==> src/hw/apb_iob_settings.svh <==
`ifndef APB_IOB_SETTINGS_SVH
`define APB_IOB_SETTINGS_SVH

// Bus widths shared by the APB side and the IOb side
`define APB_IOB_ADDR_W 32
`define APB_IOB_DATA_W 32
`define APB_IOB_STRB_W (`APB_IOB_DATA_W / 8)

// Register map size
`define APB_IOB_N_BANKS 4 // Power of two
`define APB_IOB_N_REGS  4 // Last word of each bank is the ID word

// Identification word marker in the top byte
`define APB_IOB_ID_MARK 8'hA5

// Word offset inside a byte address
`define APB_IOB_REG_LSB 2

`endif
==> src/hw/apb_iob_pkg.sv <==
`include "apb_iob_settings.svh"

package apb_iob_pkg;

   // IOb request, master to slave
   typedef struct packed {
      logic                       avalid;
      logic [`APB_IOB_ADDR_W-1:0] addr;
      logic [`APB_IOB_DATA_W-1:0] wdata;
      logic [`APB_IOB_STRB_W-1:0] wstrb; // All zero means read
   } iob_req_t;

   // IOb response, slave to master
   typedef struct packed {
      logic                       ready;
      logic                       rvalid;
      logic [`APB_IOB_DATA_W-1:0] rdata;
   } iob_rsp_t;

   // Bridge sequencer
   typedef enum logic [1:0] {
      BR_IDLE     = 2'd0, // Wait for select
      BR_ACCESS   = 2'd1, // Request out on IOb
      BR_WAIT_END = 2'd2  // Wait for select to drop
   } bridge_state_e;

   typedef logic [$clog2(`APB_IOB_N_BANKS)-1:0] bank_idx_t;

endpackage

==> src/hw/apb_iob_subsys.sv <==
`timescale 1ns/10ps
`include "apb_iob_settings.svh"

module apb_iob_subsys import apb_iob_pkg::*; (
   input  logic                       clk_i,
   input  logic                       arst_n_i,
   input  logic                       apb_sel_i,
   input  logic                       apb_enable_i,
   input  logic                       apb_write_i,
   input  logic [`APB_IOB_ADDR_W-1:0] apb_addr_i,
   input  logic [`APB_IOB_DATA_W-1:0] apb_wdata_i,
   input  logic [`APB_IOB_STRB_W-1:0] apb_wstrb_i,
   output logic                       apb_ready_o,
   output logic [`APB_IOB_DATA_W-1:0] apb_rdata_o,
   output logic                       apb_slverr_o
);

   iob_req_t  iob_req;
   iob_rsp_t  iob_rsp;
   iob_req_t  bank_req [`APB_IOB_N_BANKS];
   iob_rsp_t  bank_rsp [`APB_IOB_N_BANKS];
   bank_idx_t bank_idx;
   logic      unmapped;

   apb2iob apb2iob_i (
      .clk_i        (clk_i),
      .arst_n_i     (arst_n_i),
      .apb_sel_i    (apb_sel_i),
      .apb_enable_i (apb_enable_i),
      .apb_write_i  (apb_write_i),
      .apb_addr_i   (apb_addr_i),
      .apb_wdata_i  (apb_wdata_i),
      .apb_wstrb_i  (apb_wstrb_i),
      .apb_ready_o  (apb_ready_o),
      .apb_rdata_o  (apb_rdata_o),
      .apb_slverr_o (apb_slverr_o),
      .iob_req_o    (iob_req),
      .iob_rsp_i    (iob_rsp)
   );

   iob_addr_decoder iob_addr_decoder_i (
      .req_i      (iob_req),
      .bank_req_o (bank_req),
      .bank_idx_o (bank_idx),
      .unmapped_o (unmapped)
   );

   for (genvar g = 0; g < `APB_IOB_N_BANKS; g++) begin : g_bank
      iob_reg_bank #(
         .BANK_ID (g)
      ) iob_reg_bank_i (
         .clk_i    (clk_i),
         .arst_n_i (arst_n_i),
         .req_i    (bank_req[g]),
         .rsp_o    (bank_rsp[g])
      );
   end

   iob_rsp_merge iob_rsp_merge_i (
      .clk_i      (clk_i),
      .arst_n_i   (arst_n_i),
      .bank_rsp_i (bank_rsp),
      .bank_idx_i (bank_idx),
      .unmapped_i (unmapped),
      .req_i      (iob_req),
      .rsp_o      (iob_rsp)
   );

endmodule

==> src/hw/iob_rsp_merge.sv <==
`timescale 1ns/10ps
`include "apb_iob_settings.svh"

module iob_rsp_merge import apb_iob_pkg::*; (
   input  logic      clk_i,
   input  logic      arst_n_i,
   input  iob_rsp_t  bank_rsp_i [`APB_IOB_N_BANKS],
   input  bank_idx_t bank_idx_i,
   input  logic      unmapped_i,
   input  iob_req_t  req_i,
   output iob_rsp_t  rsp_o
);

   bank_idx_t bank_q;      // Bank that took the last read
   logic      unm_q;       // Last read went to the unmapped path
   logic      unm_rvalid_q;
   logic      ready;
   logic      rd_acc;

   // Unmapped path answers at once
   assign ready  = unmapped_i ? req_i.avalid : bank_rsp_i[bank_idx_i].ready;
   assign rd_acc = req_i.avalid && ready && (req_i.wstrb == '0);

   always_ff @(posedge clk_i or negedge arst_n_i) begin
      if (!arst_n_i) begin
         bank_q       <= '0;
         unm_q        <= 1'b0;
         unm_rvalid_q <= 1'b0;
      end else begin
         unm_rvalid_q <= rd_acc && unmapped_i;
         if (rd_acc) begin
            bank_q <= bank_idx_i;
            unm_q  <= unmapped_i;
         end
      end
   end

   always_comb begin
      rsp_o.ready = ready;
      if (unm_q) begin
         rsp_o.rvalid = unm_rvalid_q;
         rsp_o.rdata  = '0;        // Unmapped reads return zero
      end else begin
         rsp_o.rvalid = bank_rsp_i[bank_q].rvalid;
         rsp_o.rdata  = bank_rsp_i[bank_q].rdata;
      end
   end

endmodule

==> src/hw/iob_reg_bank.sv <==
`timescale 1ns/10ps
`include "apb_iob_settings.svh"

module iob_reg_bank import apb_iob_pkg::*; #(
   parameter int BANK_ID = 0
) (
   input  logic     clk_i,
   input  logic     arst_n_i,
   input  iob_req_t req_i,
   output iob_rsp_t rsp_o
);

   localparam int REG_W  = $clog2(`APB_IOB_N_REGS);
   localparam int N_RW   = `APB_IOB_N_REGS - 1;
   localparam int ID_IDX = `APB_IOB_N_REGS - 1;
   localparam logic [`APB_IOB_DATA_W-1:0] ID_WORD =
      {`APB_IOB_ID_MARK, {(`APB_IOB_DATA_W-16){1'b0}}, 8'(BANK_ID)};

   logic [`APB_IOB_DATA_W-1:0] regs [N_RW];
   logic [REG_W-1:0]           reg_idx;
   logic                       ready_q;
   logic                       rvalid_q;
   logic [`APB_IOB_DATA_W-1:0] rdata_q;
   logic                       acc;
   logic                       wr_en;
   logic                       rd_en;

   assign reg_idx = req_i.addr[`APB_IOB_REG_LSB +: REG_W];
   assign acc     = req_i.avalid && ready_q;
   assign wr_en   = acc && (|req_i.wstrb) && (reg_idx != REG_W'(ID_IDX));
   assign rd_en   = acc && (req_i.wstrb == '0);

   always_ff @(posedge clk_i or negedge arst_n_i) begin
      if (!arst_n_i) begin
         ready_q  <= 1'b0;
         rvalid_q <= 1'b0;
         for (int r = 0; r < N_RW; r++)
            regs[r] <= '0;
      end else begin
         ready_q  <= 1'b1; // Always ready once out of reset
         rvalid_q <= rd_en;
         for (int r = 0; r < N_RW; r++) begin
            for (int b = 0; b < `APB_IOB_STRB_W; b++) begin
               if (wr_en && (reg_idx == REG_W'(r)) && req_i.wstrb[b])
                  regs[r][8*b +: 8] <= req_i.wdata[8*b +: 8];
            end
         end
      end
   end

   // Read word held until the next read
   always_ff @(posedge clk_i) begin
      if (rd_en)
         rdata_q <= (reg_idx == REG_W'(ID_IDX)) ? ID_WORD : regs[reg_idx];
   end

   assign rsp_o.ready  = ready_q;
   assign rsp_o.rvalid = rvalid_q;
   assign rsp_o.rdata  = rdata_q;

endmodule

==> src/hw/iob_addr_decoder.sv <==
`timescale 1ns/10ps
`include "apb_iob_settings.svh"

module iob_addr_decoder import apb_iob_pkg::*; (
   input  iob_req_t  req_i,
   output iob_req_t  bank_req_o [`APB_IOB_N_BANKS],
   output bank_idx_t bank_idx_o,
   output logic      unmapped_o
);

   localparam int REG_W    = $clog2(`APB_IOB_N_REGS);
   localparam int BANK_W   = $clog2(`APB_IOB_N_BANKS);
   localparam int BANK_LSB = `APB_IOB_REG_LSB + REG_W;
   localparam int HIGH_LSB = BANK_LSB + BANK_W; // First bit outside the map

   logic high_hit;

   // Any set bit above the bank field leaves the map
   assign high_hit   = |req_i.addr[`APB_IOB_ADDR_W-1:HIGH_LSB];
   assign bank_idx_o = req_i.addr[BANK_LSB +: BANK_W];
   assign unmapped_o = req_i.avalid && high_hit;

   always_comb begin
      for (int i = 0; i < `APB_IOB_N_BANKS; i++) begin
         bank_req_o[i]        = req_i;
         bank_req_o[i].avalid = req_i.avalid && !high_hit &&
                                (bank_idx_o == bank_idx_t'(i));
      end
   end

endmodule

==> src/hw/apb2iob.sv <==
`timescale 1ns/10ps
`include "apb_iob_settings.svh"

module apb2iob import apb_iob_pkg::*; (
   input  logic                       clk_i,
   input  logic                       arst_n_i,

   // APB slave
   input  logic                       apb_sel_i,
   input  logic                       apb_enable_i,
   input  logic                       apb_write_i,
   input  logic [`APB_IOB_ADDR_W-1:0] apb_addr_i,
   input  logic [`APB_IOB_DATA_W-1:0] apb_wdata_i,
   input  logic [`APB_IOB_STRB_W-1:0] apb_wstrb_i,
   output logic                       apb_ready_o,
   output logic [`APB_IOB_DATA_W-1:0] apb_rdata_o,
   output logic                       apb_slverr_o,

   // IOb master
   output iob_req_t                   iob_req_o,
   input  iob_rsp_t                   iob_rsp_i
);

   bridge_state_e state_q, state_d;
   logic          avalid_q, avalid_d;
   logic          ready_d;
   logic          slverr_d;
   logic          accepted;

   assign accepted = (state_q == BR_ACCESS) && avalid_q && iob_rsp_i.ready;

   always_comb begin
      state_d  = state_q;
      avalid_d = avalid_q;
      slverr_d = 1'b0;

      case (state_q)
         BR_IDLE: begin
            if (apb_sel_i) begin
               avalid_d = 1'b1;
               state_d  = BR_ACCESS;
            end
         end
         BR_ACCESS: begin
            if (!apb_enable_i)
               slverr_d = 1'b1; // Access phase without enable
            if (iob_rsp_i.ready) begin
               avalid_d = 1'b0;
               state_d  = BR_WAIT_END;
            end
         end
         BR_WAIT_END: begin
            if (!apb_sel_i)
               state_d = BR_IDLE;
         end
         default: begin
            avalid_d = 1'b0;
            state_d  = BR_IDLE;
         end
      endcase
   end

   // Write ends on acceptance, read ends on the returned data
   assign ready_d = apb_write_i ? accepted : iob_rsp_i.rvalid;

   always_ff @(posedge clk_i or negedge arst_n_i) begin
      if (!arst_n_i) begin
         state_q      <= BR_IDLE;
         avalid_q     <= 1'b0;
         apb_ready_o  <= 1'b0;
         apb_slverr_o <= 1'b0;
      end else begin
         state_q      <= state_d;
         avalid_q     <= avalid_d;
         apb_ready_o  <= ready_d;
         apb_slverr_o <= slverr_d;
      end
   end

   // Read data is caught with rvalid so it lines up with ready
   always_ff @(posedge clk_i) begin
      if (iob_rsp_i.rvalid)
         apb_rdata_o <= iob_rsp_i.rdata;
   end

   always_comb begin
      iob_req_o.avalid = avalid_q;
      iob_req_o.addr   = apb_addr_i;
      iob_req_o.wdata  = apb_wdata_i;
      iob_req_o.wstrb  = apb_write_i ? apb_wstrb_i : '0; // No strobes on a read
   end

endmodule

==> config.mk <==
export PLATFORM = sky130hd
export DESIGN_NAME = apb_iob_subsys
export DESIGN_NICKNAME = d
export VERILOG_FILES = /design/src/hw/apb_iob_pkg.sv /design/src/hw/apb_iob_subsys.sv /design/src/hw/iob_rsp_merge.sv /design/src/hw/iob_reg_bank.sv /design/src/hw/iob_addr_decoder.sv /design/src/hw/apb2iob.sv
export VERILOG_INCLUDE_DIRS = /design/src /design/src/hw
export SDC_FILE = /design/constraint.sdc
export NUM_CORES = 1
export LEC_CHECK = 0
export ABC_CLOCK_PERIOD_IN_PS = 10080
export BUFFER_PORTS_ARGS = -buffer_cell sky130_fd_sc_hd__buf_2
export CAP_MARGIN = 15
export CORE_ASPECT_RATIO = 1.75
export CORE_MARGIN = 4
export CORE_UTILIZATION = 50
export DETAILED_ROUTE_END_ITERATION = 8
export PLACE_DENSITY = 0.77
export SLEW_MARGIN = 20
export SYNTH_ARGS = -nofsm -noshare
export SYNTH_HDL_FRONTEND = slang
export SYNTH_SLANG_ARGS = --single-unit
==> constraint.sdc <==
create_clock -name clk_i -period 10.08 [get_ports clk_i]
set_clock_uncertainty 0.1 [all_clocks]
set_input_delay 0 -clock clk_i [delete_from_list [all_inputs] [get_ports clk_i]]
set_output_delay 0 -clock clk_i [all_outputs]
set_load 0.005 [all_outputs]
==> impl_metrics.json <==
{
  "grt-busiest-layer": "met2",
  "hold_viol_final": 0,
  "finalWirelength_mm": 53.6,
  "cts_sinks": 558,
  "grt_max_degree": 87,
  "viasPerCell": 5.65,
  "final_util_pct": 57.6,
  "drv_cap": 0,
  "period_minus_slack_ns": 3.65,
  "seq_area_sq_um": 14800,
  "drc": 0,
  "rsz0062_at_grt": "no",
  "hpwl_mm": 33.4,
  "powerDensity_nw_per_um2": 177,
  "drive_gt1_share_pct": 39.5,
  "cpMostUsedCell": "buf_4",
  "htreeDepth": 2,
  "netlist_top_cells_area": "dfrtp_1 41%, edfxtp_1 20%, mux2_2 15%, mux2i_1 4.4%, mux2_4 3.9%",
  "synth-main-ff-cell": "dfrtp_1",
  "wire_per_inst_um": 22.3,
  "synth_edf_count": 160,
  "ctsHoldBuffers": 44,
  "power_mw": 4.89,
  "ys_ff_latch": 558,
  "ys_async_sr_fraction_pct": 71.3,
  "fillers": 3735,
  "postRouteAntennaNets": 0,
  "synth_area_sq_um": 24400,
  "slew_headroom_pct": 28.7,
  "max_stage_delay_ns": 0.74,
  "ir_worst_vdd_uv": 170,
  "clk_latency_ns": 0.57,
  "num_rows": 106,
  "worst_setup_hold_path_clk_slew_ns": 0.06,
  "drtIter0Drc": 862,
  "crit_chain": "buf_4, nor2b_4, buf_4, buf_4, nand3_1, nor2_8, mux2_2",
  "hold_path.class": "in2reg",
  "use_met1_pct": 25.1,
  "worst-path-buf-inv": 3,
  "fin_tns_setup_ns": 0,
  "synthToLayoutAreaGrowth_pct": 13.4,
  "synthDistinctLibCells": 38,
  "port_buffers": 104,
  "synth-seq-area-share_pct": 60.6,
  "synth_common_cells": "398 x dfrtp_1, 327 x mux2_2, 160 x edfxtp_1",
  "outcome": "finished, final reports clean",
  "placedCellCount": 2259,
  "drt_pass1_iterations": 5,
  "grt_util_all_layers_pct": 20.8,
  "cts_setup_buffers": 0,
  "period_share_pct": 36.2,
  "cpLargestDelayFamily": "buffers and inverters",
  "hold_slack_ns": 0.0110,
  "dieArea_sq_um": 52500,
  "slowest_stage": "nand3_1",
  "antenna_found_initial": 4,
  "cts_root_buf": "clkbuf_16",
  "synth_nets": 1659,
  "ioPinCount": 107,
  "fp.coreArea_sq_um": 48000,
  "nNetsFinal": 1780,
  "worst-path-max-fanout": 81,
  "worst_pin_slew_ns": 1.07,
  "cts_tree": "yes",
  "place.gp.congestion": 0.803,
  "setup.worst_path.end_class": "flop",
  "setup_violations": 0,
  "start_kind": "primary input",
  "report.final.slew_viol_count": 0,
  "final_cells": 2400,
  "cts_resized": 0,
  "synth_cells": 1586,
  "met2_usage_pct": 37.0,
  "max-clock-path-buffers": 3,
  "p_leak_nw": 13.3,
  "start_util_pct": 50.8,
  "ys_warn_count": 0,
  "yosysTopAreaCell": "dfrtp_1",
  "dieHeight_um": 300,
  "die_x_um": 175,
  "synth.avg_cell_area_sq_um": 15.4,
  "gr-total-overflow": 0,
  "max_freq_mhz": 274,
  "post-synth-top-count-cell": "dfrtp_1",
  "grt_pass1_wl_mm": 85.3,
  "netlist.area_leader.share_pct": 40.8,
  "cp.required_ns": 10.43,
  "grtUsageMet3_pct": 3.22,
  "worstSetupPathType": "in2reg",
  "cp.arrival_ns": 4.00,
  "grt_pass1_vias": 14700,
  "multi_input_area_sq_um": 9210,
  "cts-buffers-inserted": 50,
  "vias": 13600
}
flip-flops by register name, summed over array words and instances, names as in the netlist:
register	flops
g_bank.iob_reg_bank_i.rdata_q	128
apb2iob_i.apb_rdata_o	32
iob_rsp_merge_i.bank_q	2
apb2iob_i.apb_ready_o	1
g_bank.iob_reg_bank_i.regs	384
g_bank.iob_reg_bank_i.rvalid_q	4
apb2iob_i.state_q	2
iob_rsp_merge_i.unm_q	1
iob_rsp_merge_i.unm_rvalid_q	1
g_bank.iob_reg_bank_i.ready_q	1
apb2iob_i.apb_slverr_o	1
apb2iob_i.avalid_q	1
kinds of logic after synthesis:
| family | Yosys count | synth area share [%] |
|---|---|---|
| buffers and inverters | 101 | 1.83 |
| other | 1 | 0.0154 |
| AOI/OAI and AO/OA | 137 | 3.19 |
| DFF | 558 | 60.6 |
| and+or+nand+nor | 241 | 7.15 |
| muxes | 548 | 27.3 |
metal layers:
metal	vias to the layer above	part of all wire [%]
met4	2	4.4
li1	6023	-
met5	-	0.037
met2	346	53
met1	7063	38
met3	119	4.5
power by group:
part	internal (mW)	total (mW)	switching (mW)
Sequential	2.39	2.41	0.0183
Combinational	0.226	0.548	0.322
Clock	1.09	1.93	0.836
Total	3.71	4.89	1.18
placed cells by master (no fill, tap or decap), drive strengths merged, types with 2 or more instances in the layout:
cell type / count
dlygate4sd3: 43
a21oi: 2
clkinvlp: 2
nor2b: 34
edfxtp: 160
nand3: 12
dfrtp: 398
buf: 124
mux4: 33
o21ai: 109
nor3: 6
mux2i: 108
clkinv: 14
o22a: 20
nand4b: 2
clkbuf: 73
inv: 6
mux2: 407
nand2: 115
nor2: 57
a21o: 2
nor4: 6
nand4: 2
or4: 4
diode: 3
bufinv: 2
final timing paths:
path | to | slack [ns] | cells past startpoint | start
max | g_bank[0].iob_reg_bank_i.regs[6]$_DFFE_PN0P_ | 6.43 | 7 | apb_addr_i[3]
min | iob_rsp_merge_i.unm_rvalid_q$_DFF_PN0_ | 0.01 | 5 | apb_addr_i[24]
min in group asynchronous | g_bank[2].iob_reg_bank_i.regs[35]$_DFFE_PN0P_ | 0.50 | 4 | arst_n_i
max in group asynchronous | g_bank[2].iob_reg_bank_i.regs[48]$_DFFE_PN0P_ | 7.96 | 5 | arst_n_i
max reg2reg | g_bank[3].iob_reg_bank_i.regs[95]$_DFFE_PN0P_ | 7.01 | 4 | apb2iob_i.avalid_q$_DFFE_PN0P_
min reg2reg | g_bank[1].iob_reg_bank_i.regs[80]$_DFFE_PN0P_ | 0.39 | 1 | g_bank[1].iob_reg_bank_i.regs[80]$_DFFE_PN0P_
area by class of cell:
type	count	share of cell area, %
antenna	3	0.0272
clock buffer	73	5.44
clock inverter	21	0.647
inverter	3	0.0407
multi-input combinational	927	33.3
sequential	558	53.4
tap	648	2.93
timing repair buffer	167	4.16
worst reg2reg max path, stage by stage (launching register included):
cell	delay, ns
dfrtp_1	0.50
nand4_1	0.17
or4_2	1.08
nor2_2	0.70
mux2_2	0.41
per-stage QoR:
step	instance area, sq um	worst slack (ns)
floorplan	24400	6.21
global placement	25500	5.94
detailed placement	25500	5.87
CTS	27600	6.48
global route	27600	6.26
finish	27600	6.43
(Power assumes the default switching activity.)
